$ cat src/cmx_settings.svh
// Counter unit sizes, burst and record layout, node field and opcode codes
`ifndef CMX_SETTINGS_SVH
`define CMX_SETTINGS_SVH

// Counter memory geometry
`define CMX_ADR_W 10
`define CMX_WORD_W 16

// Log2 of words per counter record
`define CMX_REC_W 3

// Burst length field, value plus one words
`define CMX_LEN_W 3

// Destination word layout
`define CMX_NODE_W 12
`define CMX_DEST_VALID_BIT 12

// Host opcodes
`define CMX_OP_W 4
`define CMX_OP_CNT_WRITE 0
`define CMX_OP_CNT_READ 1
`define CMX_OP_CNT_INCR 2

`endif

$ cat src/cmxPkg.sv
// Counter unit vector types, FSM state enums and port structs
`default_nettype none

`include "cmx_settings.svh"

package cmxPkg;

  typedef logic [`CMX_WORD_W-1:0] word_t;
  typedef logic [`CMX_ADR_W-1:0] cntAdr_t;
  typedef logic [`CMX_ADR_W-`CMX_REC_W-1:0] counterId_t;
  typedef logic [`CMX_LEN_W-1:0] rdLen_t;

  typedef enum logic [`CMX_OP_W-1:0] {
    OpCntWrite = `CMX_OP_CNT_WRITE,
    OpCntRead = `CMX_OP_CNT_READ,
    OpCntIncr = `CMX_OP_CNT_INCR
  } opcode_t;

  typedef enum logic [2:0] {
    CtlIdle, CntRead, CntIncr0, CntIncr1, CntIncr2, CntIncr3
  } ctlState_t;

  typedef enum logic [3:0] {
    MniIdle, MniRead0, MniSend00, MniSend01, MniSend02, MniSend03,
    MniRead1, MniSend10, MniSend11, MniSend12, MniSend13
  } mniState_t;

  //////////////////////////////
  // Port bundles
  typedef struct packed {
    logic valid;
    opcode_t opcode;
    rdLen_t rdLen;
    cntAdr_t adr;
    word_t wdata;
  } ctlReq_t;

  typedef struct packed {
    logic valid;
    word_t rdata;
  } ctlResp_t;

  typedef struct packed {
    logic start;
    counterId_t counterId;
    logic error;
  } notifyReq_t;

  typedef struct packed {
    logic valid;
    word_t data;
  } mniWord_t;

endpackage

`default_nettype wire

$ cat src/ctlFsm.sv
// Host command FSM with stall, port 0 control, responses and notify request
`timescale 1ns/100ps
`default_nettype none

`include "cmx_settings.svh"

module ctlFsm (
  input wire logic clk_ni,
  input wire logic rst_ni,
  input cmxPkg::ctlReq_t i_ctlReq,
  input cmxPkg::word_t i_rdata0,
  input wire logic i_notifyBusy,
  input cmxPkg::word_t i_sumLow,
  input cmxPkg::word_t i_sumHigh,
  input wire logic i_event,
  input wire logic i_amountZero,
  output logic o_ctlStall,
  output cmxPkg::ctlResp_t o_ctlResp,
  output cmxPkg::cntAdr_t o_adr0,
  output logic o_wen0,
  output cmxPkg::word_t o_wdata0,
  output cmxPkg::ctlState_t o_incrPhase,
  output logic o_intCnt,
  output cmxPkg::counterId_t o_intCntId,
  output cmxPkg::notifyReq_t o_notifyReq
);

  cmxPkg::ctlState_t state;
  cmxPkg::ctlState_t nextState;
  cmxPkg::cntAdr_t adrReg;
  cmxPkg::rdLen_t readCnt;
  cmxPkg::rdLen_t rdOffset;
  cmxPkg::counterId_t counterId;
  logic respValid;
  logic isWrite;
  logic isRead;
  logic isIncr;
  logic accept;

  assign isWrite = (i_ctlReq.opcode == cmxPkg::OpCntWrite);
  assign isRead = (i_ctlReq.opcode == cmxPkg::OpCntRead);
  assign isIncr = (i_ctlReq.opcode == cmxPkg::OpCntIncr);

  // Increments wait for the notifier to drain
  assign o_ctlStall = (state != cmxPkg::CtlIdle) ||
                      (i_ctlReq.valid && isIncr && i_notifyBusy);
  assign accept = i_ctlReq.valid && !o_ctlStall;

  //////////////////////////////
  // State machine
  always_comb begin
    nextState = state;
    case (state)
      cmxPkg::CtlIdle: begin
        if (accept && isRead) begin
          nextState = cmxPkg::CntRead;
        end else if (accept && isIncr) begin
          nextState = cmxPkg::CntIncr0;
        end
      end
      cmxPkg::CntRead: if (readCnt == '0) nextState = cmxPkg::CtlIdle;
      cmxPkg::CntIncr0: nextState = cmxPkg::CntIncr1;
      cmxPkg::CntIncr1: nextState = cmxPkg::CntIncr2;
      cmxPkg::CntIncr2: nextState = cmxPkg::CntIncr3;
      default: nextState = cmxPkg::CtlIdle;
    endcase
  end

  always_ff @(posedge clk_ni) begin
    if (rst_ni) begin
      state <= cmxPkg::CtlIdle;
      readCnt <= '0;
      respValid <= 1'b0;
    end else begin
      state <= nextState;
      respValid <= (state == cmxPkg::CntRead);
      if (state == cmxPkg::CtlIdle) begin
        readCnt <= i_ctlReq.rdLen;
      end else if (state == cmxPkg::CntRead) begin
        readCnt <= readCnt - 1'b1;
      end
    end
  end

  always_ff @(posedge clk_ni) begin
    if (state == cmxPkg::CtlIdle) begin
      adrReg <= i_ctlReq.adr;
      rdOffset <= '0;
    end else if (state == cmxPkg::CntRead) begin
      rdOffset <= rdOffset + 1'b1;
    end
  end

  assign counterId = adrReg[`CMX_ADR_W-1:`CMX_REC_W];

  //////////////////////////////
  // Port 0 select
  always_comb begin
    o_adr0 = i_ctlReq.adr;
    o_wen0 = 1'b0;
    o_wdata0 = i_ctlReq.wdata;
    case (state)
      cmxPkg::CtlIdle: o_wen0 = accept && isWrite;
      // Burst address wraps at the top of memory
      cmxPkg::CntRead: o_adr0 = adrReg + cmxPkg::cntAdr_t'(rdOffset);
      cmxPkg::CntIncr0: o_adr0 = {counterId, `CMX_REC_W'(0)};
      cmxPkg::CntIncr1: begin
        o_adr0 = {counterId, `CMX_REC_W'(0)};
        o_wen0 = 1'b1;
        o_wdata0 = i_sumLow;
      end
      cmxPkg::CntIncr2: o_adr0 = {counterId, `CMX_REC_W'(1)};
      cmxPkg::CntIncr3: begin
        o_adr0 = {counterId, `CMX_REC_W'(1)};
        o_wen0 = 1'b1;
        o_wdata0 = i_sumHigh;
      end
      default: o_wen0 = 1'b0;
    endcase
  end

  assign o_ctlResp = '{valid: respValid, rdata: i_rdata0};
  assign o_incrPhase = state;

  // Interrupt and notify start share the CntIncr3 pulse
  assign o_intCnt = i_event;
  assign o_intCntId = counterId;
  assign o_notifyReq = '{start: i_event, counterId: counterId, error: i_amountZero};

  noWriteInReadA: assert property (@(posedge clk_ni) disable iff (rst_ni)
    (state == cmxPkg::CntRead) |-> !o_wen0)
    else $error("port 0 write during a burst read");

  stateRangeA: assert property (@(posedge clk_ni) disable iff (rst_ni)
    !$isunknown(state) && (state inside {cmxPkg::CtlIdle, cmxPkg::CntRead,
      cmxPkg::CntIncr0, cmxPkg::CntIncr1, cmxPkg::CntIncr2, cmxPkg::CntIncr3}))
    else $error("control state out of range");

endmodule

`default_nettype wire

$ cat config.mk
export PLATFORM = sky130hd
export DESIGN_NAME = ctlFsm
export DESIGN_NICKNAME = d
export VERILOG_FILES = /design/src/cmxPkg.sv /design/src/ctlFsm.sv
export VERILOG_INCLUDE_DIRS = /design/src /design/src/src
export SDC_FILE = /design/constraint.sdc
export NUM_CORES = 1
export LEC_CHECK = 0
export ABC_CLOCK_PERIOD_IN_PS = 2200
export BUFFER_PORTS_ARGS = -buffer_cell sky130_fd_sc_hd__buf_2
export CORE_ASPECT_RATIO = 0.6
export CORE_MARGIN = 2
export CORE_UTILIZATION = 39
export CTS_BUF_LIST = sky130_fd_sc_hd__clkbuf_4
export DETAILED_ROUTE_END_ITERATION = 8
export PLACE_DENSITY = 0.85
export SYNTH_ARGS = -nofsm -noshare
export SYNTH_HDL_FRONTEND = slang
export SYNTH_SLANG_ARGS = --single-unit
$ cat constraint.sdc
create_clock -name clk_ni -period 2.2 [get_ports clk_ni]
set_input_delay 0.66 -clock clk_ni [delete_from_list [all_inputs] [get_ports clk_ni]]
set_output_delay 0.66 -clock clk_ni [all_outputs]
set_load 0.02 [all_outputs]
==> flow_summary.ini <==
[run_status]
status = finished with violations
violations = setup timing

[synthesis]
yosysUniqueCellTypes = 49
ys_seq_area_frac = 0.223
yosys_warnings = 0
syn_nets = 396
avgSynthCellArea_um2 = 7.42
postSynthCellCount = 302
synth_enable_flop_cells = 10
syn_area_um2 = 2240
synthArstFlopShare = 0
synthFlopType = edfxtp_1
ys_seq_elements = 20

[floorplanning]
design.core.area_um2 = 5570
fp.dieArea_um2 = 6390
initial_core_util = 0.402
std_cell_rows = 21
fp.dieH_um = 62.7
die_w_um = 102
num_io_pins = 152

[setup_path]
path_delay_family = compound AO/OA/AOI/OAI gates
crit_path_top_delay_cell = edfxtp_1
critPathBufInv = 2
cp.required_ns = 1.54
arrival_ns = 2.16
endpoint_kind = primary output
path_cells = ha_4, inv_2, fa_2, nor2b_4, o2111ai_2, a21o_1, a221o_1, buf_6
cpPeakStageDelay_ns = 0.38
start_kind = flop
critPathMaxFanout = 3
crit_type = reg2out

[placement]
hpwl_mm = 4.77
post_dp_cell_area_um2 = 2910
dp_slack_ns = -0.384
dp.cells = 468
port_buffers = 114
gp_congestion = 0.929

[min_path]
min_path_type = reg2reg

[sta]
maxSlewViolCount = 0
rsz0062_at_grt = yes
final.setup.tns_ns = -5.20
period_share = 1.28
setup_ws_ns = -0.623
worst-slew-pin-transition_ns = 0.453
setup_viol = 25
worst_hold_slack_ns = 0.472
max_slew_margin = 0.697
clock-skew-final_ns = 0.0220
fin_crit_ns = 2.82
hold_viol = 0
fmax_mhz = 354

[clocking]
clockBufferDepth = 2
clock-sinks = 20
cts_tree = yes
clock_latency_ns = 0.32
clk_pin_slew_ns = 0.11
root_buffer = clkbuf_4
cts_hold_repair.buffers = 0
h-tree-depth = 1
cts_made_buffers = 3

[detailed_routing]
ant_nets = 0
viasPerCell = 5.23
vias = 2548
routedWlPerCell_um = 15.6
wl_mm = 7.61
route.detailed.drc = 0
first_pass_iters = 4
drt-initial-drc-count = 120

[grt]
antenna_found_initial = 0
grt_max_degree = 40
first_global_vias = 2443
overflow = 0
grt_first_pass_wirelength_mm = 11.7
grt_usage = 0.225

[finish]
drive_above_1_share = 0.563
final_area_um2 = 3650
fin_cells = 487
nets = 502
syn_to_final_growth_pct = 62.7
diodes = 0
fin_util = 0.655

[pwr]
power.internal_mw = 0.821
switching_share = 0.320
leakage_nw = 1.63
clock_power_share = 0.259
finalPower_mw = 1.21
peakVddDrop_mv = 0.194
p_sw_mw = 0.386
p_seq_frac = 0.351
power.density_nw_per_um2 = 331
p_comb_frac = 0.390

[job]
max_cap_viol_count = 0
[final timing paths]
kind / from / end / slack [ns] / depth (start not counted)
hold reg to reg: readCnt[1] / readCnt[1] / 0.47 / 2
setup reg to reg: o_incrPhase[2] / rdOffset[2] / 0.62 / 6
setup / recovery: adrReg[0] / o_adr0[6] / -0.62 / 8
hold / removal: readCnt[1] / readCnt[1] / 0.47 / 2
[final cells by class]
| type | instances | area (µm²) |
|---|---|---|
| well taps | 80 | 100 |
| clock buffers | 3 | 22.5 |
| fillers | 483 | 1920 |
| clock inverters | 1 | 30.0 |
| repair buffers | 156 | 1210 |
| inverters | 27 | 101 |
| flip-flops and latches | 20 | 510 |
| multi-input cells | 200 | 1670 |
[cell usage in the layout, fill, tap and decap left out, types with 4 or more instances in the layout]
cell type / n
a21oi_1: 5
edfxtp_1: 10
a31oi_1: 15
buf_4: 42
buf_16: 4
nand2_1: 13
nor2_4: 15
buf_12: 6
o21ai_1: 4
ha_1: 4
o22ai_1: 13
nand3_1: 4
inv_1: 26
mux2i_1: 15
nand2b_1: 19
a21oi_2: 18
buf_6: 11
nor2_1: 13
dfxtp_1: 6
buf_2: 88
[metal layers]
metal  vias to the layer above  global-route usage  wire length, µm
met3                         6              0.0470              383
met5                         -                   0                0
met2                        82               0.365             3510
li1                       1252                   -                -
met4                         0              0.0300               47
met1                      1208               0.317             3670
[state kept, by name, summed over array words and instances, names as in the netlist]
signal	cells
adrReg	10
o_incrPhase	3
rdOffset	3
readCnt	3
respValid	1
[cells by family (layout without fill, tap and decap cells)]
| kind of cell | count (synthesis) | in the layout | synth area share |
|---|---|---|---|
| AO/OA/AOI/OAI | 85 | 85 | 0.241 |
| XOR/XNOR | 3 | 3 | 0.0117 |
| adder cells (fa/ha/maj) | 7 | 7 | 0.0424 |
| buffers and inverters | 82 | 187 | 0.201 |
| flip-flops | 20 | 20 | 0.223 |
| multiplexers | 19 | 19 | 0.0854 |
| AND/OR/NAND/NOR | 86 | 86 | 0.195 |
[worst register-to-register path, cell delays in order, from the launching register on]
cell	delay [ns]
dfxtp_2	0.43
buf_12	0.24
or2_4	0.19
buf_4	0.14
nor2_1	0.04
mux2_2	0.26
a22o_1	0.18
[power groups by stage]
stage	registers (mW)	logic, mW	clock network, mW
6_report	0.423	0.471	0.313
5_1_grt	0.426	0.506	0.337
4_1_cts	0.422	0.442	0.326
3_5_place_dp	0.432	0.372	0
3_3_place_gp	0.430	0.363	0
2_1_floorplan	0.436	0.278	0
[what timing repair did]
item | 4_1_cts | 5_1_grt
gates cloned | 7 | 1
setup endpoints to repair | 28 | 28
setup buffers | 6 | 4
pin swaps | 35 | 17
gates resized for setup | 75 | 41
[Yosys cell counts (2+ instances only)]
cell type | instances | share of area
buf_2 | 9 | 0.020
o21ai_0 | 4 | 0.0089
clkbuf_1 | 7 | 0.012
mux2i_1 | 18 | 0.080
xor2_1 | 3 | 0.012
a21oi_1 | 23 | 0.051
o22ai_1 | 16 | 0.045
a211oi_1 | 2 | 0.0067
nor2b_1 | 2 | 0.0056
nor4_1 | 3 | 0.0084
a31oi_1 | 18 | 0.050
a221oi_1 | 2 | 0.0078
nand2_1 | 14 | 0.023
nand2b_1 | 19 | 0.053
buf_4 | 35 | 0.12
dfxtp_1 | 10 | 0.089
edfxtp_1 | 10 | 0.13
inv_1 | 27 | 0.045
a21o_1 | 2 | 0.0067
ha_1 | 6 | 0.033
nor3_1 | 3 | 0.0067
nand3_1 | 5 | 0.011
o21ai_1 | 3 | 0.0067
buf_1 | 4 | 0.0067
o211ai_1 | 3 | 0.010
nor2_1 | 30 | 0.050
or3_1 | 2 | 0.0056
No activity file was read; power rests on OpenSTA's default activity.
