File: src/cmx_settings.svh
// Counter unit sizes, burst and record layout, node field and opcode codes
`ifndef CMX_SETTINGS_SVH
`define CMX_SETTINGS_SVH

// Counter memory geometry
`define CMX_ADR_W 10
`define CMX_WORD_W 16

// Log2 of words per counter record
`define CMX_REC_W 3

// Burst length field, value plus one words
`define CMX_LEN_W 3

// Destination word layout
`define CMX_NODE_W 12
`define CMX_DEST_VALID_BIT 12

// Host opcodes
`define CMX_OP_W 4
`define CMX_OP_CNT_WRITE 0
`define CMX_OP_CNT_READ 1
`define CMX_OP_CNT_INCR 2

`endif

File: src/cmxPkg.sv
// Counter unit vector types, FSM state enums and port structs
`default_nettype none

`include "cmx_settings.svh"

package cmxPkg;

  typedef logic [`CMX_WORD_W-1:0] word_t;
  typedef logic [`CMX_ADR_W-1:0] cntAdr_t;
  typedef logic [`CMX_ADR_W-`CMX_REC_W-1:0] counterId_t;
  typedef logic [`CMX_LEN_W-1:0] rdLen_t;

  typedef enum logic [`CMX_OP_W-1:0] {
    OpCntWrite = `CMX_OP_CNT_WRITE,
    OpCntRead = `CMX_OP_CNT_READ,
    OpCntIncr = `CMX_OP_CNT_INCR
  } opcode_t;

  typedef enum logic [2:0] {
    CtlIdle, CntRead, CntIncr0, CntIncr1, CntIncr2, CntIncr3
  } ctlState_t;

  typedef enum logic [3:0] {
    MniIdle, MniRead0, MniSend00, MniSend01, MniSend02, MniSend03,
    MniRead1, MniSend10, MniSend11, MniSend12, MniSend13
  } mniState_t;

  //////////////////////////////
  // Port bundles
  typedef struct packed {
    logic valid;
    opcode_t opcode;
    rdLen_t rdLen;
    cntAdr_t adr;
    word_t wdata;
  } ctlReq_t;

  typedef struct packed {
    logic valid;
    word_t rdata;
  } ctlResp_t;

  typedef struct packed {
    logic start;
    counterId_t counterId;
    logic error;
  } notifyReq_t;

  typedef struct packed {
    logic valid;
    word_t data;
  } mniWord_t;

endpackage

`default_nettype wire

File: src/cntIncrUnit.sv
// Counter increment datapath with amount register, carry and zero detect
`timescale 1ns/100ps
`default_nettype none

`include "cmx_settings.svh"

module cntIncrUnit (
  input wire logic clk_ni,
  input wire logic rst_ni,
  input cmxPkg::ctlState_t i_phase,
  input cmxPkg::word_t i_amount,
  input cmxPkg::word_t i_rdata0,
  output cmxPkg::word_t o_sumLow,
  output cmxPkg::word_t o_sumHigh,
  output logic o_event,
  output logic o_amountZero
);

  cmxPkg::word_t amountReg;
  logic [`CMX_WORD_W:0] sumLowFull;
  logic carry;
  logic lowZero;

  // Amount follows the request while idle, frozen from CntIncr0 on
  always_ff @(posedge clk_ni) begin
    if (i_phase == cmxPkg::CtlIdle) begin
      amountReg <= i_amount;
    end
  end

  assign sumLowFull = {1'b0, i_rdata0} + {1'b0, amountReg};
  assign o_sumLow = sumLowFull[`CMX_WORD_W-1:0];

  always_ff @(posedge clk_ni) begin
    if (rst_ni) begin
      carry <= 1'b0;
      lowZero <= 1'b0;
    end else if (i_phase == cmxPkg::CntIncr1) begin
      carry <= sumLowFull[`CMX_WORD_W];
      lowZero <= (o_sumLow == '0);
    end
  end

  assign o_sumHigh = i_rdata0 + cmxPkg::word_t'(carry);
  assign o_amountZero = (amountReg == '0);

  // Zero crossing or zero amount
  assign o_event = (i_phase == cmxPkg::CntIncr3) &&
                   ((lowZero && (o_sumHigh == '0)) || o_amountZero);

  incrEventA: assert property (@(posedge clk_ni) disable iff (rst_ni)
    o_event |-> ($past(i_phase, 3) == cmxPkg::CntIncr0))
    else $error("counter event outside the increment sequence");

endmodule

`default_nettype wire

File: config.mk
export PLATFORM = sky130hd
export DESIGN_NAME = cntIncrUnit
export DESIGN_NICKNAME = d
export VERILOG_FILES = /design/src/cmxPkg.sv /design/src/cntIncrUnit.sv
export VERILOG_INCLUDE_DIRS = /design/src /design/src/src
export SDC_FILE = /design/constraint.sdc
export NUM_CORES = 1
export LEC_CHECK = 0
export BUFFER_PORTS_ARGS = -buffer_cell sky130_fd_sc_hd__buf_2
export CAP_MARGIN = 30
export CORE_MARGIN = 1
export CORE_UTILIZATION = 55
export CTS_CLUSTER_DIAMETER = 100
export DETAILED_ROUTE_END_ITERATION = 6
export GPL_TIMING_DRIVEN = 1
export PLACE_DENSITY = 0.94
export SYNTH_ARGS = -nofsm -noshare
export SYNTH_HDL_FRONTEND = slang
export SYNTH_SLANG_ARGS = --single-unit
File: constraint.sdc
create_clock -name clk_ni -period 7.2 [get_ports clk_ni]
set_clock_uncertainty 0.05 [all_clocks]
set_input_delay 0.72 -clock clk_ni [delete_from_list [all_inputs] [get_ports clk_ni]]
set_output_delay 0.72 -clock clk_ni [all_outputs]
set_load 0.005 [all_outputs]
==> impl_metrics.py, run 1 <==
metrics = {
    "status": {
        "status": "finished, final reports clean",
    },
    "synth": {
        "ys_top_cells_by_area": "edfxtp_1 (24%), ha_1 (11%), buf_4 (7.2%)",
        "synth_top_cell_by_area": "edfxtp_1",
        "synth.most_common_cell": "buf_4",
        "synth.top_cell.area_share": 0.241,
        "synth.net_count": 284,
        "syn_area_per_cell_um2": 8.74,
        "seq_area_frac_synth": 0.261,
        "ys_warn_count": 0,
        "syn_area_um2": 1990,
        "syn_inst": 228,
        "synth_edf_count": 16,
        "yosysUniqueCellTypes": 51,
        "yosys_register_bits": 18,
        "synthArstFlopShare": 0,
        "synthTopCellsByCount": "buf_4 (19), ha_1 (18), edfxtp_1 (16), nor2_1 (16), xnor2_1 (16)",
        "synth_ff_type": "edfxtp_1",
    },
    "clocking": {
        "cts.path.max_buffers": 2,
        "cts_made_buffers": 3,
        "clock_latency_ns": 0.30,
        "htreeDepth": 1,
        "cts_tree": "yes",
        "clkTransAtPathRegs_ns": 0.09,
        "postCtsSetupBuffers": 0,
        "clockRootBuffer": "clkbuf_4",
        "ctsHoldBuffers": 0,
        "clkSinkCount": 18,
        "cts_resized": 0,
    },
    "cells_and_area": {
        "diodes": 0,
        "nFillCells": 285,
        "final_core_util": 0.666,
        "area_growth_pct": 14.1,
        "drive_above_1_share": 0.288,
        "nets": 335,
        "multi_input_area_um2": 1280,
        "regArea_um2": 520,
    },
    "global_routing": {
        "grt_start_max_net_pins": 15,
        "grt_busiest_layer": "met2",
        "globalRouteMet1Util": 0.323,
        "grt_use_met3": 0.0551,
        "met2_usage": 0.423,
        "grt_pass1_vias": 1812,
        "grt_pass1_wl_mm": 8.11,
        "overflow": 0,
        "antenna_found_initial": 0,
        "grt_usage": 0.262,
    },
    "worst_setup_path": {
        "worstPathRequired_ns": 6.43,
        "path_max_fanout": 4,
        "cpMaxStageDelayCell": "or4_1",
        "cp-end-kind": "output port",
        "critical_path_class": "in2out",
        "worstPathArrival_ns": 2.79,
        "path_cells": "buf_2, ha_1, ha_1, xor2_1, or4_1, nor3_1, nor4bb_1, o21ai_1, o22ai_1, buf_2",
        "cpPeakStageDelay_ns": 0.46,
        "cp-start-kind": "input port",
    },
    "route": {
        "viasPerCell": 5.88,
        "drc": 0,
        "drt-total-wl_mm": 4.90,
        "first_pass_iters": 4,
        "wire_per_inst_um": 15.1,
        "vias": 1904,
        "drtIter0Drc": 109,
        "ant_nets": 0,
    },
    "sta": {
        "setup_viol": 0,
        "timing.fmax_mhz": 281,
        "tns_ns": 0,
        "final-max-slew-violation-count": 0,
        "period_minus_slack_ns": 3.56,
        "slew_headroom": 0.762,
        "final.setup.worst_slack_ns": 3.64,
        "hold_viol_final": 0,
        "grt_setup_unrepaired": "no",
        "tightest_slew_ns": 0.352,
        "period_share": 0.495,
    },
    "pwr": {
        "power.internal_w": 0.000200,
        "p_leak_nw": 0.976,
        "swShare": 0.347,
        "p_per_area_nw_per_um2": 135,
        "power_frac_clock": 0.167,
        "p_seq_frac": 0.399,
        "combinationalPowerShare": 0.434,
        "switchingPower_w": 0.000106,
        "ir_drop_v": 0.000120,
    },
    "placed_design": {
        "dp_hpwl_mm": 4.07,
        "dp_slack_ns": 3.66,
        "port_buffers": 70,
        "gp_congestion": 0.891,
    },
    "floorplanning": {
        "num_rows": 21,
        "start_util": 0.583,
        "die_x_um": 62.2,
        "ios": 71,
        "die_y_um": 62.2,
        "die_area_um2": 3870,
        "core_um2": 3420,
    },
    "flow_run": {
        "maxCapViolCount": 0,
    },
    "worst_hold_path": {
        "min_path_type": "reg2reg",
    },
}
## through the flow
step / area (µm²) / hold WS, ns / power (W) / cells
2_1_floorplan: 1990 / 0.400 / 0.000228 / 228
3_3_place_gp: 2240 / 0.427 / 0.000251 / 319
3_5_place_dp: 2250 / 0.430 / 0.000255 / 320
4_1_cts: 2270 / 0.447 / 0.000306 / 324
5_1_grt: 2270 / 0.460 / 0.000327 / 324
6_report: 2270 / 0.458 / 0.000306 / 324
## registers in the layout, summed over array words and instances (netlist names)
name / cells
amountReg: 16
carry: 1
lowZero: 1
## per-layer routing
| metal | routed length (µm) | up-vias | share of wire |
|---|---|---|---|
| li1 | - | 948 | - |
| met1 | 2070 | 853 | 0.42 |
| met2 | 2360 | 84 | 0.48 |
| met3 | 309 | 19 | 0.063 |
| met4 | 160 | 0 | 0.033 |
| met5 | 0 | - | 0 |
## worst max-delay path, delay by kind of cell
kind                     cells  cell delay (ns)
AO/OA/AOI/OAI                2             0.28
buffers and inverters        2             0.25
XOR/XNOR                     1             0.18
AND/OR/NAND/NOR              3             0.89
adder cells (fa/ha/maj)      2             0.48
## power by group through the flow
stage	clock network, W	logic [W]	registers [W]
2_1_floorplan	0	0.000105	0.000123
3_3_place_gp	0	0.000127	0.000124
3_5_place_dp	0	0.000131	0.000124
4_1_cts	0.0000527	0.000132	0.000122
5_1_grt	0.0000581	0.000147	0.000122
6_report	0.0000510	0.000133	0.000122
## path summary, 6_finish.rpt
check                    start       to  slack, ns  cells after the start
setup / recovery   i_rdata0[0]  o_event       3.64                     10
hold / removal         lowZero  lowZero       0.46                      2
setup reg to reg  amountReg[4]  lowZero       4.38                      8
hold reg to reg        lowZero  lowZero       0.46                      2
## placed cells by master (no fill, tap or decap), types with 3 or more instances in the layout
| cell type | count |
|---|---|
| and3_1 | 4 |
| xor2_1 | 7 |
| nand4_1 | 8 |
| ha_1 | 18 |
| buf_2 | 70 |
| nor4_1 | 5 |
| nand2b_1 | 3 |
| inv_1 | 8 |
| a21oi_1 | 12 |
| clkbuf_4 | 3 |
| xnor2_1 | 16 |
| and4_1 | 4 |
| edfxtp_1 | 16 |
| nor2_1 | 16 |
| nand3_1 | 15 |
| o21ai_1 | 4 |
| nand2_1 | 13 |
| nor3_1 | 7 |
## kinds of logic (layout without fill, tap and decap cells)
logic type,after synthesis,after routing,synth area share
DFF,18,18,0.261
AOI/OAI and AO/OA,43,43,0.155
and+or+nand+nor,90,90,0.250
adders and majority gates,19,19,0.123
buffers and inverters,33,83,0.0999
xor gates and xnor gates,23,23,0.101
muxes,2,2,0.0101
## layout make-up
class                   count  share of cell area
repair buffers             71               0.159
clock inverters             1             0.00165
clock buffers               3             0.00991
inverters                   8              0.0132
well taps                  46              0.0253
flip-flops and latches     18               0.229
multi-input cells         177               0.562
Power figures use the tool's default switching activity.
==> run 2, diff against run 1 <==
--- a/config.mk
+++ b/config.mk
@@ -9,11 +9,11 @@
 export BUFFER_PORTS_ARGS = -buffer_cell sky130_fd_sc_hd__buf_2
 export CAP_MARGIN = 30
 export CORE_MARGIN = 1
-export CORE_UTILIZATION = 55
+export CORE_UTILIZATION = 51
 export CTS_CLUSTER_DIAMETER = 100
 export DETAILED_ROUTE_END_ITERATION = 6
 export GPL_TIMING_DRIVEN = 1
-export PLACE_DENSITY = 0.94
+export PLACE_DENSITY = 0.89
 export SYNTH_ARGS = -nofsm -noshare
 export SYNTH_HDL_FRONTEND = slang
 export SYNTH_SLANG_ARGS = --single-unit
==> constraint.sdc (replaced) <==
create_clock -name clk_ni -period 3.35 [get_ports clk_ni]
set_clock_uncertainty 0.05 [all_clocks]
set_input_delay 0.335 -clock clk_ni [delete_from_list [all_inputs] [get_ports clk_ni]]
set_output_delay 0.335 -clock clk_ni [all_outputs]
set_load 0.005 [all_outputs]
==> impl_metrics.py, run 2 (synthesis gave the netlist of run 1 again) <==
metrics = {
    "pwr": {
        "power.internal_w": 0.000466,
        "power_frac_clock": 0.209,
        "p_leak_nw": 0.981,
        "p_seq_frac": 0.380,
        "swShare": 0.327,
        "switchingPower_w": 0.000226,
        "p_per_area_nw_per_um2": 302,
        "combinationalPowerShare": 0.411,
        "ir_drop_v": 0.000215,
    },
    "clocking": {
        "cts_tree": "yes",
        "clkTransAtPathRegs_ns": 0.06,
        "clockRootBuffer": "clkbuf_8",
        "cts_made_buffers": 3,
        "htreeDepth": 1,
        "cts_resized": 0,
        "ctsHoldBuffers": 0,
        "postCtsSetupBuffers": 0,
        "clock_latency_ns": 0.25,
        "cts.path.max_buffers": 2,
        "clkSinkCount": 18,
    },
    "worst_setup_path": {
        "cp-start-kind": "register",
        "path_max_fanout": 4,
        "rr_worst_depth": 8,
        "critical_path_class": "reg2out",
        "worstPathArrival_ns": 2.52,
        "worstPathRequired_ns": 2.96,
        "cp-end-kind": "output port",
    },
    "global_routing": {
        "grt_start_max_net_pins": 16,
        "grt_pass1_vias": 1714,
        "grt_pass1_wl_mm": 7.49,
        "antenna_found_initial": 0,
        "overflow": 0,
        "grt_usage": 0.231,
    },
    "worst_hold_path": {
        "min_path_type": "in2reg",
        "hold_depth": 1,
    },
    "cells_and_area": {
        "final_core_util": 0.615,
        "largest_reg_flops": 16,
        "diodes": 0,
        "nets": 335,
        "regMostFlops": "amountReg",
        "final_cell_mix": "buf_2 (70), ha_1 (18), xnor2_1 (16), nor2_1 (16), edfxtp_1 (16)",
        "final_common_cell": "buf_2",
        "drive_above_1_share": 0.289,
        "nFillCells": 328,
        "area_growth_pct": 14.8,
        "reg_top3": "amountReg (16), carry (1), lowZero (1)",
    },
    "placed_design": {
        "dp_slack_ns": 0.582,
        "dp_hpwl_mm": 3.91,
        "gp_congestion": 0.914,
        "port_buffers": 70,
    },
    "sta": {
        "final-max-slew-violation-count": 0,
        "tightest_slew_ns": 0.376,
        "setup_viol": 0,
        "timing.fmax_mhz": 344,
        "tns_ns": 0,
        "period_share": 0.867,
        "period_minus_slack_ns": 2.90,
        "hold_viol_final": 0,
        "final.setup.worst_slack_ns": 0.446,
        "slew_headroom": 0.745,
        "grt_setup_unrepaired": "no",
    },
    "floorplanning": {
        "die_y_um": 64.5,
        "die_area_um2": 4160,
        "die_x_um": 64.5,
        "start_util": 0.536,
        "core_um2": 3720,
        "ios": 71,
        "num_rows": 22,
    },
    "route": {
        "viasPerCell": 5.77,
        "vias": 1875,
        "drtIter0Drc": 93,
        "ant_nets": 0,
        "wire_per_inst_um": 14.4,
        "drc": 0,
        "drt-total-wl_mm": 4.68,
        "first_pass_iters": 4,
    },
    "flow_run": {
        "maxCapViolCount": 0,
    },
    "status": {
        "status": "finished, final reports clean",
    },
}
run 2: cell count changes in the layout (fill, tap and decap cells not counted), sizes merged:
cell,change
clkinv,-1
run 2: power groups by stage:
stage	combinational, W	clock [W]	sequential (W)
5_1_grt	0.000313	0.000158	0.000263
4_1_cts	0.000282	0.000147	0.000262
3_5_place_dp	0.000280	0	0.000267
6_report	0.000284	0.000145	0.000263
3_3_place_gp	0.000276	0	0.000267
2_1_floorplan	0.000225	0	0.000265
run 2: through the flow:
stage                     cells  instance area (µm²)  hold WS [ns]  total power (W)
after floorplan             228                 1990         0.384         0.000490
final                       325                 2290         0.205         0.000692
after CTS                   325                 2290         0.204         0.000691
after detailed placement    322                 2250         0.463         0.000547
after global routing        325                 2290         0.200         0.000735
after global placement      321                 2240         0.462         0.000543
run 2: area by class of cell:
| cell class | instances | area [µm²] | share of cell area |
|---|---|---|---|
| clock buffers | 3 | 41.3 | 0.0181 |
| inverters | 8 | 30.0 | 0.0131 |
| flip-flops and latches | 18 | 520 | 0.228 |
| repair buffers | 71 | 358 | 0.156 |
| multi-input cells | 177 | 1280 | 0.559 |
| well taps | 48 | 60.1 | 0.0263 |
run 2: final timing paths:
path                      from      endpoint  slack, ns
setup / recovery         carry       o_event       0.45
hold / removal     i_amount[8]  amountReg[8]       0.21
setup reg to reg  amountReg[4]       lowZero       0.59
hold reg to reg        lowZero       lowZero       0.52
run 2: layer usage:
metal  up-vias  share of wire  track usage
li1        944              -            -
met1       861           0.46        0.300
met2        65           0.48        0.403
met3         5          0.052       0.0282
met4         0         0.0079       0.0583
met5         -              0            0
run 2: worst max-delay path: stages, from the launching register on:
cell      delay [ns]
dfxtp_1         0.32
ha_1            0.23
ha_1            0.24
xor2_1          0.18
or4_1           0.46
nor3_1          0.12
nor4bb_1        0.32
o21ai_1         0.11
o22ai_1         0.16
buf_2           0.14
==> run 3, diff against run 2 <==
--- a/config.mk
+++ b/config.mk
@@ -9,11 +9,11 @@
 export BUFFER_PORTS_ARGS = -buffer_cell sky130_fd_sc_hd__buf_2
 export CAP_MARGIN = 30
 export CORE_MARGIN = 1
-export CORE_UTILIZATION = 51
+export CORE_UTILIZATION = 30
 export CTS_CLUSTER_DIAMETER = 100
 export DETAILED_ROUTE_END_ITERATION = 6
 export GPL_TIMING_DRIVEN = 1
-export PLACE_DENSITY = 0.89
+export PLACE_DENSITY = 0.6
 export SYNTH_ARGS = -nofsm -noshare
 export SYNTH_HDL_FRONTEND = slang
 export SYNTH_SLANG_ARGS = --single-unit
==> impl_metrics.py, run 3 (synthesis gave the netlist of run 1 again) <==
metrics = {
    "status": {
        "status": "finished, final reports clean",
    },
    "worst_setup_path": {
        "worstPathRequired_ns": 2.96,
        "cp-end-kind": "output port",
        "r2r-start": "amountReg[8]",
        "r2r_end": "lowZero",
        "worstPathArrival_ns": 2.52,
        "rr_worst_depth": 8,
        "cp-start-kind": "register",
        "path_max_fanout": 4,
        "critical_path_class": "reg2out",
        "rrSetupSlack_ns": 0.61,
    },
    "global_routing": {
        "antenna_found_initial": 0,
        "met2_usage": 0.259,
        "grt_usage": 0.153,
        "grt_busiest_layer": "met2",
        "grt_pass1_wl_mm": 8.56,
        "grt_pass1_vias": 1788,
        "grt_start_max_net_pins": 13,
        "globalRouteMet1Util": 0.198,
        "overflow": 0,
        "grt_use_met3": 0.0267,
    },
    "placed_design": {
        "port_buffers": 70,
        "gp_congestion": 0.889,
        "dp_hpwl_mm": 4.48,
    },
    "clocking": {
        "cts.path.max_buffers": 2,
        "clkTransAtPathRegs_ns": 0.07,
        "cts_made_buffers": 3,
        "clock_latency_ns": 0.26,
        "cts_resized": 0,
        "cts_tree": "yes",
        "ctsHoldBuffers": 0,
        "htreeDepth": 1,
        "clockRootBuffer": "clkbuf_8",
        "clkSinkCount": 18,
        "postCtsSetupBuffers": 0,
    },
    "route": {
        "wire_per_inst_um": 15.1,
        "drc": 0,
        "viasPerCell": 5.25,
        "drtIter0Drc": 122,
        "first_pass_iters": 4,
        "vias": 1859,
        "ant_nets": 0,
        "drt-total-wl_mm": 5.35,
    },
    "cells_and_area": {
        "final_common_cell": "buf_2",
        "drive_above_1_share": 0.289,
        "area_growth_pct": 16.8,
        "nets": 335,
        "largest_reg_flops": 16,
        "reg_top3": "amountReg (16), carry (1), lowZero (1)",
        "diodes": 0,
        "regMostFlops": "amountReg",
        "final_cell_mix": "buf_2 (70), ha_1 (18), xnor2_1 (16), nor2_1 (16), edfxtp_1 (16)",
    },
    "pwr": {
        "switchingPower_w": 0.000240,
        "finalPower_w": 0.000706,
        "p_leak_nw": 0.982,
        "p_per_area_nw_per_um2": 304,
        "p_seq_frac": 0.372,
        "power.internal_w": 0.000466,
        "power_frac_clock": 0.219,
        "ir_drop_v": 0.000186,
        "swShare": 0.340,
        "combinationalPowerShare": 0.410,
    },
    "sta": {
        "timing.fmax_mhz": 344,
        "period_minus_slack_ns": 2.91,
        "final-max-slew-violation-count": 0,
        "tns_ns": 0,
        "hold_viol_final": 0,
        "grt_setup_unrepaired": "no",
        "tightest_slew_ns": 0.481,
        "setup_viol": 0,
        "slew_headroom": 0.677,
        "period_share": 0.868,
        "timing.hold.ws_ns": 0.194,
    },
    "floorplanning": {
        "die_area_um2": 6970,
        "core_um2": 6390,
        "die_y_um": 83.5,
        "ios": 71,
        "die_x_um": 83.5,
        "start_util": 0.312,
        "num_rows": 29,
    },
    "worst_hold_path": {
        "min_path_type": "in2reg",
        "min_to": "amountReg[15]",
        "hp-start": "i_amount[15]",
        "hold_depth": 1,
    },
    "flow_run": {
        "maxCapViolCount": 0,
    },
}
run 3: cell count changes in the layout (fill, tap and decap cells not counted):
| cell | previous run | this run |
|---|---|---|
| buf_4 | 1 | 0 |
| buf_6 | 0 | 1 |
run 3: power by group through the flow:
stage	Combinational (W)	Clock [W]	Sequential (W)
floorplan	0.000225	0	0.000265
global placement	0.000287	0	0.000267
detailed placement	0.000290	0	0.000267
CTS	0.000292	0.000159	0.000262
global route	0.000324	0.000170	0.000263
finish	0.000289	0.000155	0.000262
run 3: layer usage:
metal | share of wire | vias up
met5 | 0 | -
met4 | 0.019 | 0
met3 | 0.045 | 11
met2 | 0.47 | 59
met1 | 0.46 | 846
li1 | - | 943
run 3: worst max-delay path by stage:
stage / startpoint / endpoint / slack, ns / cells after the start
3_3_place_gp: i_rdata0[7] / lowZero / 0.56 / 9
2_1_floorplan: amountReg[4] / lowZero / 0.88 / 9
5_1_grt: amountReg[8] / o_sumLow[15] / 0.30 / 7
3_5_place_dp: i_rdata0[7] / lowZero / 0.57 / 9
6_report: carry / o_event / 0.44 / 9
4_1_cts: carry / o_event / 0.44 / 9
run 3: area by class of cell:
cell class	instances	area, µm²
sequential	18	520
timing repair buffer	71	362
fill	685	4060
clock buffer	3	41.3
multi-input combinational	177	1280
tap	77	96.3
inverter	8	30.0
run 3: metrics by stage:
stage | instance area (µm²) | util | cells | setup slack, ns
floorplan | 1990 | - | 228 | 0.882
global placement | 2270 | 0.356 | 350 | 0.558
detailed placement | 2290 | 0.358 | 351 | 0.565
CTS | 2330 | 0.364 | 354 | 0.442
global route | 2330 | 0.364 | 354 | 0.301
finish | 2330 | 0.364 | 354 | 0.443
run 3: worst max-delay path, stage by stage (launching register included):
cell and delay (ns):
dfxtp_1 0.32, ha_1 0.23, ha_1 0.23, xor2_1 0.17, or4_1 0.46, nor3_1 0.12
nor4bb_1 0.36, o21ai_1 0.11, o22ai_1 0.13, buf_2 0.14
