$ cat src/cmx_settings.svh
// Counter unit sizes, burst and record layout, node field and opcode codes
`ifndef CMX_SETTINGS_SVH
`define CMX_SETTINGS_SVH

// Counter memory geometry
`define CMX_ADR_W 10
`define CMX_WORD_W 16

// Log2 of words per counter record
`define CMX_REC_W 3

// Burst length field, value plus one words
`define CMX_LEN_W 3

// Destination word layout
`define CMX_NODE_W 12
`define CMX_DEST_VALID_BIT 12

// Host opcodes
`define CMX_OP_W 4
`define CMX_OP_CNT_WRITE 0
`define CMX_OP_CNT_READ 1
`define CMX_OP_CNT_INCR 2

`endif

$ cat src/cmxPkg.sv
// Counter unit vector types, FSM state enums and port structs
`default_nettype none

`include "cmx_settings.svh"

package cmxPkg;

  typedef logic [`CMX_WORD_W-1:0] word_t;
  typedef logic [`CMX_ADR_W-1:0] cntAdr_t;
  typedef logic [`CMX_ADR_W-`CMX_REC_W-1:0] counterId_t;
  typedef logic [`CMX_LEN_W-1:0] rdLen_t;

  typedef enum logic [`CMX_OP_W-1:0] {
    OpCntWrite = `CMX_OP_CNT_WRITE,
    OpCntRead = `CMX_OP_CNT_READ,
    OpCntIncr = `CMX_OP_CNT_INCR
  } opcode_t;

  typedef enum logic [2:0] {
    CtlIdle, CntRead, CntIncr0, CntIncr1, CntIncr2, CntIncr3
  } ctlState_t;

  typedef enum logic [3:0] {
    MniIdle, MniRead0, MniSend00, MniSend01, MniSend02, MniSend03,
    MniRead1, MniSend10, MniSend11, MniSend12, MniSend13
  } mniState_t;

  //////////////////////////////
  // Port bundles
  typedef struct packed {
    logic valid;
    opcode_t opcode;
    rdLen_t rdLen;
    cntAdr_t adr;
    word_t wdata;
  } ctlReq_t;

  typedef struct packed {
    logic valid;
    word_t rdata;
  } ctlResp_t;

  typedef struct packed {
    logic start;
    counterId_t counterId;
    logic error;
  } notifyReq_t;

  typedef struct packed {
    logic valid;
    word_t data;
  } mniWord_t;

endpackage

`default_nettype wire

$ cat src/mniNotifier.sv
// Notification FSM reading the counter record on port 1 and sending words
`timescale 1ns/100ps
`default_nettype none

`include "cmx_settings.svh"

module mniNotifier (
  input wire logic clk_ni,
  input wire logic rst_ni,
  input cmxPkg::notifyReq_t i_notifyReq,
  input cmxPkg::word_t i_rdata1,
  input wire logic i_mniStall,
  output cmxPkg::cntAdr_t o_adr1,
  output cmxPkg::mniWord_t o_mniWord,
  output logic o_busy
);

  cmxPkg::mniState_t state;
  cmxPkg::mniState_t nextState;
  cmxPkg::counterId_t idReg;
  cmxPkg::counterId_t idSel;
  logic errReg;
  logic destValid;
  logic [`CMX_REC_W-1:0] offset;
  logic sending;
  cmxPkg::word_t data;

  assign destValid = i_rdata1[`CMX_DEST_VALID_BIT];

  always_comb begin
    nextState = state;
    case (state)
      cmxPkg::MniIdle: if (i_notifyReq.start) nextState = cmxPkg::MniRead0;
      cmxPkg::MniRead0: nextState = destValid ? cmxPkg::MniSend00 : cmxPkg::MniRead1;
      cmxPkg::MniSend00: if (!i_mniStall) nextState = cmxPkg::MniSend01;
      cmxPkg::MniSend01: if (!i_mniStall) nextState = cmxPkg::MniSend02;
      cmxPkg::MniSend02: if (!i_mniStall) nextState = cmxPkg::MniSend03;
      cmxPkg::MniSend03: if (!i_mniStall) nextState = cmxPkg::MniRead1;
      cmxPkg::MniRead1: nextState = destValid ? cmxPkg::MniSend10 : cmxPkg::MniIdle;
      cmxPkg::MniSend10: if (!i_mniStall) nextState = cmxPkg::MniSend11;
      cmxPkg::MniSend11: if (!i_mniStall) nextState = cmxPkg::MniSend12;
      cmxPkg::MniSend12: if (!i_mniStall) nextState = cmxPkg::MniSend13;
      cmxPkg::MniSend13: if (!i_mniStall) nextState = cmxPkg::MniIdle;
      default: nextState = cmxPkg::MniIdle;
    endcase
  end

  always_ff @(posedge clk_ni) begin
    if (rst_ni) begin
      state <= cmxPkg::MniIdle;
    end else begin
      state <= nextState;
    end
  end

  always_ff @(posedge clk_ni) begin
    if ((state == cmxPkg::MniIdle) && i_notifyReq.start) begin
      idReg <= i_notifyReq.counterId;
      errReg <= i_notifyReq.error;
    end
  end

  //////////////////////////////
  // Port 1 address, one cycle ahead
  assign idSel = (state == cmxPkg::MniIdle) ? i_notifyReq.counterId : idReg;

  always_comb begin
    case (nextState)
      cmxPkg::MniSend01: offset = `CMX_REC_W'(3);
      cmxPkg::MniSend02: offset = `CMX_REC_W'(2);
      cmxPkg::MniRead1, cmxPkg::MniSend10: offset = `CMX_REC_W'(7);
      cmxPkg::MniSend11: offset = `CMX_REC_W'(5);
      cmxPkg::MniSend12: offset = `CMX_REC_W'(4);
      // Destination 0 word
      default: offset = `CMX_REC_W'(6);
    endcase
  end

  assign o_adr1 = {idSel, offset};

  //////////////////////////////
  // Word formatting
  assign sending = state inside {cmxPkg::MniSend00, cmxPkg::MniSend01, cmxPkg::MniSend02,
    cmxPkg::MniSend03, cmxPkg::MniSend10, cmxPkg::MniSend11, cmxPkg::MniSend12,
    cmxPkg::MniSend13};

  always_comb begin
    case (state)
      cmxPkg::MniSend00, cmxPkg::MniSend10: data = cmxPkg::word_t'(i_rdata1[`CMX_NODE_W-1:0]);
      // Status is 1 for a zero crossing
      cmxPkg::MniSend03, cmxPkg::MniSend13: data = cmxPkg::word_t'(!errReg);
      default: data = i_rdata1;
    endcase
  end

  assign o_mniWord = '{valid: sending, data: data};
  assign o_busy = (state != cmxPkg::MniIdle);

  stallHoldA: assert property (@(posedge clk_ni) disable iff (rst_ni)
    o_mniWord.valid && i_mniStall |=> o_mniWord.valid && $stable(o_mniWord.data))
    else $error("notification word changed under stall");

endmodule

`default_nettype wire

$ cat config.mk
export PLATFORM = sky130hd
export DESIGN_NAME = mniNotifier
export DESIGN_NICKNAME = d
export VERILOG_FILES = /design/src/cmxPkg.sv /design/src/mniNotifier.sv
export VERILOG_INCLUDE_DIRS = /design/src /design/src/src
export SDC_FILE = /design/constraint.sdc
export NUM_CORES = 1
export LEC_CHECK = 0
export BUFFER_PORTS_ARGS = -buffer_cell sky130_fd_sc_hd__buf_2
export CAP_MARGIN = 40
export CORE_MARGIN = 4
export CORE_UTILIZATION = 35
export DETAILED_ROUTE_END_ITERATION = 10
export PLACE_DENSITY = 0.67
export SYNTH_ARGS = -nofsm -noshare
export SYNTH_HDL_FRONTEND = slang
export SYNTH_SLANG_ARGS = --single-unit
$ cat constraint.sdc
create_clock -name clk_ni -period 4.3 [get_ports clk_ni]
set_clock_uncertainty 0.15 [all_clocks]
set_input_delay 0.86 -clock clk_ni [delete_from_list [all_inputs] [get_ports clk_ni]]
set_output_delay 0.86 -clock clk_ni [all_outputs]
set_load 0.03 [all_outputs]
==> metrics.txt, run 1 <==
Power Density around 500 nW/um^2; simple-gate share of the synthesized area 0.3053; critical path required time about 3.3 ns; Worst Setup Start Kind flip-flop; hold slack 0.5486 ns; Cells after DPL roughly 190; #FFs+latches synth 12; CTS root buf clkbuf_4; cell count after synthesis 109; Crit path arrival time ~2.5 ns; status completed; VDD IR-drop max around 0.27 mV; total inserted antenna cells 0; Area Overhead vs Synth 32.43%; maximum clock rate approximately 280 MHz; GRT overflow 0; Antenna Nets Post-Route 0; WL per Instance 12.76 um; Post-DP Area about 1200 um^2; number of fill cells approximately 270; Top Ports between 50 and 60; Die X roughly 59 um; post-synthesis area per instance between 8 and 9 um^2; CTS sink cnt 12; Initial Util 0.3689; FFs w/ async S/R, synth 0; Final min period roughly 3.5 ns; post-synth cell types 28; CP max FO 19; final std cell area, no fill between 1000 and 1500 um^2; Setup TNS 0 ns; Residual DRC 0; Chip Height between 50 and 60 um; CTS tree done; Hold-fix buffers, CTS 0; EDFF count, synth 8; Synth Area in XOR/XNOR 0.009498; fin. max-slew vios 0; register area share after synthesis 0.3474; post-place setup slack around 0.83 ns; Post-Route WL 2425 um; Layout Cells excl Fill 190; clock latency at the later pin of the worst-skew pair 0.27 ns; Pwr Total just over 600 uW; share of post-route cells with drive strength above 1 0.4188; largest family of logic cells by synthesized area simple AND/OR/NAND/NOR gates; maxcap violations 0; GP Congestion a little under 0.9; Post-Synth Adder-Cell Area 0; Hold Fails Final Rpt 0; vias per cell around 5; die area ~3500 um^2; Buffers on Ports 55; top_reg_cell synth edfxtp_1; Core Footprint between 2000 and 2500 um^2; GRT Overall Usage 0.1419; multi-input logic area between 500 and 600 um^2; drt initial violations 35; FF/Latch Area between 300 and 400 um^2; PnR worst setup slack approximately 0.77 ns; Core Rows 18; Final Cycle Share 0.8199; Final nets ~190; postcts setup bufs 0; H-tree depth 1; Finished Core Util 0.4885; initial antenna violation count 0; CTS Buf Count 3; first-pass GRT wire length ~4000 um; hpwl dp approximately 1900 um; Post-Syn Area approximately 920 um^2; DR pass1 iterations 4; post-synthesis mux area share 0.09769; Bufs on Longest Clock Path 2; unrepaired setup endpoints after global routing no; min-delay worst type reg2reg; cts repair resizes 0; Yosys Warn Count 0; Lkg Pwr between 0.5 and 0.6 nW; clock transition at the registers of the reported paths 0.07 ns; final setup fails 0; vias in the first global route ~900; via count ~940; largest net degree at the start of global routing 20; syn_nets between 100 and 150; actual slew at the worst max-slew pin about 0.72 ns; Synth Area in Compound Gates 0.1764; Slew HR 0.5223; critical path class reg2out; CP endpoint kind primary output
## cells in the final DEF, fill, tap and decap left out, types with 3 or more instances in the layout
cell type   n
a21oi_1     6
a22oi_1     3
and2_1     15
buf_2      55
clkbuf_4    3
dfxtp_1     4
edfxtp_1    8
inv_1       5
mux2_2      8
nand2_1     9
nand2b_1    4
nand3_1     4
nor2_1      7
nor2b_1     7
o21ai_0     6
## flip-flops by register name (all words and copies together) (netlist names)
signal  cells
errReg      1
state       4
idReg       7
## cells in the mapped netlist (all sizes together) (2+ instances only)
cell | number | area share
a21oi | 6 | 0.033
and2 | 15 | 0.10
clkbuf | 4 | 0.016
buf | 4 | 0.027
dfxtp | 4 | 0.087
nand3 | 4 | 0.022
a22oi | 3 | 0.024
nor2 | 7 | 0.028
o31ai | 2 | 0.016
nand2 | 9 | 0.037
inv | 5 | 0.020
a21o | 2 | 0.016
nor3 | 2 | 0.011
o21ai | 6 | 0.033
edfxtp | 8 | 0.26
nor2b | 7 | 0.047
mux2 | 8 | 0.098
nand2b | 4 | 0.027
## path summary, 6_finish.rpt
check	startpoint	end	slack, ns	cells after the start
setup reg to reg	state[3]	errReg	2.01	3
hold reg to reg	state[1]	state[1]	0.55	2
setup / recovery	state[3]	o_adr1[2]	0.77	6
hold / removal	state[1]	state[1]	0.55	2
## routing by layer
metal	wire [um]	up-vias	GRT usage
met5	0	-	0
met4	0	0	0.03560
met3	185	0	0.03050
met2	1169	27	0.2387
li1	-	485	-
met1	1070	432	0.1832
## report_power, final
group          internal (mW)  switching, mW  total, mW
clock                 0.0358         0.0367     0.0726
sequential             0.153         0.0323      0.186
combinational          0.130          0.220      0.350
total                  0.319          0.289      0.608
## worst max-delay path, cell delays in order (launching register included)
cell and delay [ns]:
dfxtp_1 0.79, xor2_1 0.19, a32o_1 0.17, a22oi_1 0.13, or4_1 0.53, a211o_1 0.27, buf_2 0.17
## kinds of logic (layout without fill, tap and decap cells)
group	count (synthesis)	after routing
mux	8	8
xor+xnor	1	1
buf+inv	13	64
flops	12	12
compound gates	25	25
simple gates	50	50
## layout make-up
class / count / area share
Inverter: 5 / 0.01537
Multi-Input combinational cell: 84 / 0.4447
Tap cell: 30 / 0.03074
Clock buffer: 4 / 0.02152
Sequential cell: 12 / 0.2623
Timing Repair Buffer: 55 / 0.2254
Power figures use the tool's default switching activity.
==> run 2: changes to the inputs <==
--- a/config.mk
+++ b/config.mk
@@ -6,12 +6,13 @@
 export SDC_FILE = /design/constraint.sdc
 export NUM_CORES = 1
 export LEC_CHECK = 0
+export ABC_AREA = 1
 export BUFFER_PORTS_ARGS = -buffer_cell sky130_fd_sc_hd__buf_2
 export CAP_MARGIN = 40
 export CORE_MARGIN = 4
 export CORE_UTILIZATION = 35
 export DETAILED_ROUTE_END_ITERATION = 10
-export PLACE_DENSITY = 0.67
+export PLACE_DENSITY = 0.69
 export SYNTH_ARGS = -nofsm -noshare
 export SYNTH_HDL_FRONTEND = slang
 export SYNTH_SLANG_ARGS = --single-unit
==> constraint.sdc (replaced) <==
create_clock -name clk_ni -period 3.2 [get_ports clk_ni]
set_clock_uncertainty 0.15 [all_clocks]
set_input_delay 0.64 -clock clk_ni [delete_from_list [all_inputs] [get_ports clk_ni]]
set_output_delay 0.64 -clock clk_ni [all_outputs]
set_load 0.03 [all_outputs]
==> run 2 against run 1 <==
Clock-buffer cell count shrank 1. Hold slack worse by 0.15 ns. Sequential share of layout area shrank 1.5 points. First-iteration DRC count fell by 43%. Register-to-register slack got worse by 0.98 ns. Critical endpoint unchanged.
==> metrics.txt, run 2 <==
vias per cell 4.476 (-9.9%); Final min period between 2 and 3 ns; register area share after synthesis 0.3269 (-0.02041); Cells after DPL 250 (+34%); Top Ports 56 (unchanged); Slowest Stage Delay on Critical Path 0.49 ns (-0.30 ns); largest reg by FF count idReg; status completed; Post-Synth Adder-Cell Area 0 (unchanged); post-synth cell types 21 (-25%); PnR worst setup slack 0.5946 ns (-0.1799 ns); fin. max-slew vios 0 (unchanged); FFs w/ async S/R, synth 0 (unchanged); commonest cells after routing, fill and taps aside 58 x nand2_1, 55 x buf_2, 34 x nor2_1, 32 x inv_1, 11 x nand3_1; simple-gate share of the synthesized area 0.4623 (+0.1570); final setup fails 0 (unchanged); hpwl dp 1984 um (+6.1%); actual slew at the worst max-slew pin 0.6366 ns (-0.07887 ns); GP Congestion 0.9169 (+5.6%); largest net degree at the start of global routing 12 (-40%); #FFs+latches synth 12 (unchanged); top cells by count, synth 58 x nand2_1, 34 x nor2_1, 32 x inv_1; min-delay worst type in2reg; Power Density 550.6 nW/um^2 (+11%); Post-Syn Area 979.7 um^2 (+6.2%); Core Footprint 2567 um^2 (+2.7%); Slew HR 0.5740 (+0.05166); Worst R2R End idReg[2]; Antenna Nets Post-Route 0 (unchanged); post-synthesis mux area share 0 (-0.09769); top cell type's share of synthesized area 0.2452 (-0.01530); Layout Cells excl Fill 254 (+34%); Residual DRC 0 (unchanged); critical-path cell list nand2_2 -> nor2_1 -> nand2_1 -> nand4_1 -> inv_1 -> nor2_1 -> nor2_1 -> nand2_1 -> buf_2; maximum clock rate about 380 MHz; Worst Hold Path EP idReg[5]; Buffers on Ports 55 (unchanged); post-place setup slack 0.7792 ns (-0.04721 ns); CP endpoint kind primary output; cell with the most instances after synthesis nand2_1; syn_nets 196 (+43%); Initial Util 0.3816 (+0.01271); EDFF count, synth 8 (unchanged); Crit path arrival time 1.82 ns (-0.70 ns); DR pass1 iterations 4 (unchanged); clock transition at the registers of the reported paths 0.07 ns (about the same); share of post-route cells with drive strength above 1 0.3080 (-0.1107); post-synthesis area per instance 5.831 um^2 (-31%); CTS Buf Count 3 (unchanged); postcts setup bufs 0 (unchanged); Bufs on Longest Clock Path 2 (unchanged); CTS sink cnt 12 (unchanged); Synth Area in XOR/XNOR 0.008940 (-0.0005580); hold wc startpoint i_notifyReq[6]; H-tree depth 1 (unchanged); Final Cycle Share 0.8142; clock latency at the later pin of the worst-skew pair 0.27 ns (about the same); GRT overflow 0 (unchanged); largest family of logic cells by synthesized area simple AND/OR/NAND/NOR gates; critical path required time 2.41 ns (-0.88 ns); Pwr Total 713.0 uW (+17%); GRT Overall Usage 0.1313 (-0.01057); register-to-register setup slack 1.03 ns (-0.98 ns); vias in the first global route 917 (+1.4%); maxcap violations 0 (unchanged); number of fill cells 289 (+7.4%); Hold Fails Final Rpt 0 (unchanged); Crit-path slowest cell dfxtp_1; CTS root buf clkbuf_4; initial antenna violation count 0 (unchanged); Post-Route WL 2350 um (-3.1%); Synth Area in Compound Gates 0.03959 (-0.1368); die area 3709 um^2 (+5.4%); Yosys Warn Count 0 (unchanged); Final nets 253 (+34%); Worst Hold Path Cells 1 (-1); Chip Height 60.91 um (+2.7%); max reg flops 7 (unchanged); hold slack 0.4011 ns (-0.1475 ns); Setup TNS 0 ns (unchanged); largest cells by area after synthesis edfxtp_1 25%, nand2_1 22%, nor2_1 13%, inv_1 12%, dfxtp_1 8.2%; worst r2r path cells 5 (+2); cell count after synthesis 168 (+54%); CP top delay family simple AND/OR/NAND/NOR gates; critical path class reg2out; Worst Setup Start Kind flip-flop; total inserted antenna cells 0 (unchanged); post-synth top area cell edfxtp_1; WL per Instance 9.252 um (-28%); CP max FO 8 (-11); first-pass GRT wire length 3677 um (-7.3%); Top Registers idReg: 7 flops, state: 4 flops, errReg: 1 flops; Core Rows 18 (unchanged); RR Startpoint state[1]; WP buf/inv 2 (+1); cts repair resizes 0 (unchanged); Lkg Pwr 0.8237 nW (+49%); unrepaired setup endpoints after global routing no; CTS tree done; VDD IR-drop max 0.3639 mV (+33%); Die X 60.91 um (+2.7%); crit-path most repeated cell nor2_1; commonest non-fill, non-tap cell in the layout nand2_1; via count 1137 (+20%); top_reg_cell synth edfxtp_1; Hold-fix buffers, CTS 0 (unchanged); drt initial violations 20 (-43%); Area Overhead vs Synth 32.18%
## run 2: cell count changes in the layout (fill, tap and decap cells not counted), moves of 5 or more
| cell | delta |
|---|---|
| nand3_1 | +7 |
| nor2_1 | +27 |
| nor2b_1 | -7 |
| nand2_1 | +49 |
| and2_1 | -15 |
| mux2_2 | -8 |
| inv_1 | +27 |
| o21ai_0 | -5 |
## run 2: worst reg2reg max path, stage by stage, from the launching register on
cell,delay (ns)
dfxtp_1,0.39
inv_1,0.11
nand2_1,0.10
nor2_4,0.22
clkinv_1,0.28
nor2_1,0.56
## run 2: kinds of logic after synthesis
| kind of cell | after synthesis |
|---|---|
| AO/OA/AOI/OAI | 6 |
| XOR/XNOR | 1 |
| buffers and inverters | 39 |
| flip-flops | 12 |
| AND/OR/NAND/NOR | 110 |
## run 2: power by group
group | internal [mW] | total, mW | switching (mW)
combinational | 0.119 | 0.417 | 0.298
sequential | 0.188 | 0.203 | 0.0141
clock | 0.0452 | 0.0931 | 0.0479
## run 2: worst max-delay path by stage
stage,startpoint,end,depth (start not counted)
final,state[1],o_adr1[2],9
after global routing,state[1],o_adr1[2],11
after CTS,state[1],o_adr1[2],9
after detailed placement,i_mniStall,o_adr1[2],9
after global placement,i_rdata1[12],o_adr1[2],9
after floorplan,state[1],o_adr1[3],7
## run 2: final cells by class
cell class | count | area [um^2] | area share
clock buffers | 3 | 22.52 | 0.01739
clock inverters | 1 | 3.754 | 0.002899
inverters | 36 | 135.1 | 0.1043
multi-input cells | 117 | 500.5 | 0.3865
flip-flops and latches | 12 | 320.3 | 0.2473
well taps | 30 | 37.54 | 0.02899
repair buffers | 55 | 275.3 | 0.2126
## run 2: per-stage QoR
step | area (um^2) | utilization
after global routing | 1295 | 0.5044
after detailed placement | 1269 | 0.4942
after CTS | 1295 | 0.5044
final | 1295 | 0.5044
after floorplan | 979.7 | -
after global placement | 1269 | 0.4942
## run 2: per-layer routing
layer,wire length [um],GRT usage
met2,1020,0.2168
met3,332,0.04681
met1,990,0.1576
met4,8,0.04644
met5,0,0
==> run 3: changes to the inputs <==
==> constraint.sdc (replaced) <==
create_clock -name clk_ni -period 2.3 [get_ports clk_ni]
set_clock_uncertainty 0.15 [all_clocks]
set_input_delay 0.46 -clock clk_ni [delete_from_list [all_inputs] [get_ports clk_ni]]
set_output_delay 0.46 -clock clk_ni [all_outputs]
set_load 0.03 [all_outputs]
==> run 3 against run 2 <==
Flip-flop and latch count stayed put. Sequential power is 42% higher. Non-clock buffer count is 6 higher. Worst setup slack worse by 0.52 ns. Final cell count is 2.0% higher. Largest cell class unchanged. Clock-buffer cell count stayed put. Core utilization is 7.4 points higher.
==> metrics.txt, run 3 (synthesis results as in run 2) <==
status completed; register-to-register setup slack 0.63 ns (-0.40 ns); total inserted antenna cells 0 (unchanged); vias per cell 4.471 (-0.12%); commonest cells after routing, fill and taps aside 53 x buf_2, 50 x nand2_1, 27 x inv_1, 25 x nor2_1, 8 x edfxtp_1; Lkg Pwr 0.8859 nW (+7.6%); GP Congestion 0.9309 (+1.5%); share of post-route cells with drive strength above 1 0.4672 (+0.1592); Core Footprint 2567 um^2 (unchanged); Residual DRC 0 (unchanged); number of fill cells 245 (-15%); maximum clock rate between 400 and 500 MHz; RR Startpoint state[0]; Flop pwr share 0.257 (-0.027); CP max FO 4 (-4); Internal Pwr Total 565.1 uW (+60%); drt initial violations 37 (+85%); Initial Util 0.3816 (unchanged); hpwl dp 2011 um (+1.3%); Top Registers idReg: 7 flops, state: 4 flops, errReg: 1 flops; min-delay worst type in2reg; final std cell area, no fill 1485 um^2 (+15%); Power Density 756.9 nW/um^2 (+37%); die area 3709 um^2 (unchanged); fin. max-slew vios 0 (unchanged); Final min period 2.224 ns; NetSw 559.1 uW (+55%); critical path class reg2out; Bufs on Longest Clock Path 2 (unchanged); first-pass GRT wire length 3939 um (+7.1%); Top Ports 56 (unchanged); Worst R2R End idReg[6]; DR pass1 iterations 4 (unchanged); CTS Buf Count 3 (unchanged); post-place setup slack 0.1988 ns (-0.5804 ns); Cells after DPL 251 (+0.40%); Sw Share 0.4973 (-0.008121); Die X 60.91 um (unchanged); Antenna Nets Post-Route 0 (unchanged); largest net degree at the start of global routing 12 (unchanged); clock latency at the later pin of the worst-skew pair 0.27 ns (about the same); CP endpoint kind primary output; vias in the first global route 929 (+1.3%); via count 1158 (+1.8%); largest reg by FF count idReg; Worst Setup Start Kind flip-flop; CTS tree done; Setup TNS 0 ns (unchanged); Final Cycle Share 0.9669; VDD IR-drop max 0.5630 mV (+55%); Worst Hold Path Cells 1 (unchanged); CTS root buf clkbuf_4; Slew HR 0.8415 (+0.2675); Layout Cells excl Fill 259 (+2.0%); WL per Instance 10.32 um (+12%); clock transition at the registers of the reported paths 0.06 ns (about the same); Worst Hold Path EP errReg; commonest non-fill, non-tap cell in the layout buf_2; Buffers on Ports 55 (unchanged); GRT overflow 0 (unchanged); Post-Route WL 2673 um (+14%); Core Rows 18 (unchanged); Area Overhead vs Synth 51.60%; CTS sink cnt 12 (unchanged); critical path required time 1.69 ns (-0.72 ns); Hold Fails Final Rpt 0 (unchanged); PnR worst setup slack 0.07604 ns (-0.5185 ns); initial antenna violation count 0 (unchanged); worst r2r path cells 6 (+1); Chip Height 60.91 um (unchanged); Final nets 259 (+2.4%); clock network power share 0.108 (-0.023); maxcap violations 0 (unchanged); Crit path arrival time 1.61 ns (-0.21 ns); max reg flops 7 (unchanged); Post-DP Area 1276 um^2 (+0.59%); actual slew at the worst max-slew pin 0.2378 ns (-0.3989 ns); unrepaired setup endpoints after global routing yes; Setup crit start state[0]; GRT Overall Usage 0.1423 (+0.01097); final setup fails 0 (unchanged); hold slack 0.2218 ns (-0.1793 ns); Gate power share 0.634 (+0.049); H-tree depth 1 (unchanged); hold wc startpoint i_notifyReq[0]
## run 3: changes by cell type in the layout (fill, tap and decap cells not counted), moves of 3 or more
cell     change
dfxtp_1      -4
nor2_2       +5
nor2_1       -9
nand2_2      +5
nand3_2      +4
nor2_4       +4
nand3_1      -5
nand2_1      -8
inv_1        -5
dfxtp_4      +4
inv_4        +3
buf_4        +6
nand2_4      +3
## run 3: metal layers
layer  share of wire  global-route usage
met1            0.43              0.1759
met2            0.43              0.2351
met3            0.13             0.04043
met4          0.0097             0.05263
met5               0                   0
## run 3: worst max path at each step
stage / slack, ns / to / cells past startpoint
3_3_place_gp: 0.20 / o_adr1[2] / 11
6_report: 0.08 / o_adr1[2] / 11
3_5_place_dp: 0.20 / o_adr1[2] / 11
4_1_cts: 0.0007 / o_adr1[2] / 10
2_1_floorplan: 0.19 / errReg / 6
5_1_grt: -0.09 / o_adr1[2] / 11
## run 3: final cells by class
cell class                 count  area, um^2  area share
multi-input combinational    117       610.6      0.4111
sequential                    12       335.3      0.2258
timing repair buffer          61       332.8      0.2241
inverter                      36       146.4     0.09857
tap                           30       37.54     0.02527
clock buffer                   3       22.52     0.01516
## run 3: power by group through the flow
| stage | Sequential, mW | Combinational, mW | Clock (mW) |
|---|---|---|---|
| final | 0.289 | 0.713 | 0.122 |
| after global routing | 0.292 | 0.782 | 0.143 |
| after CTS | 0.284 | 0.614 | 0.127 |
| after detailed placement | 0.286 | 0.594 | 0 |
| after global placement | 0.285 | 0.596 | 0 |
| after floorplan | 0.277 | 0.452 | 0 |
## run 3: stage by stage
step / util / total power [mW]
detailed placement: 0.4971 / 0.8801
floorplan: - / 0.7288
CTS: 0.5151 / 1.025
global route: 0.5785 / 1.216
global placement: 0.4971 / 0.8814
finish: 0.5785 / 1.124
## run 3: worst max-delay path, cell delays in order, from the launching register on
cell     delay [ns]
dfxtp_4        0.37
nand2_1        0.11
inv_2          0.06
nand2_1        0.09
nand2_1        0.07
nand2_2        0.08
nand3_2        0.10
nor2_2         0.13
nand3_2        0.08
nand2_1        0.06
nand2_1        0.06
buf_6          0.13
## run 3: repair_timing
item | CTS | global route
hold buffers | 0 | 0
endpoints found under the hold margin | 0 | 0
gates resized for setup | 5 | 48
setup endpoints to repair | 7 | 25
pin swaps | 1 | 9
setup buffers | 2 | 3
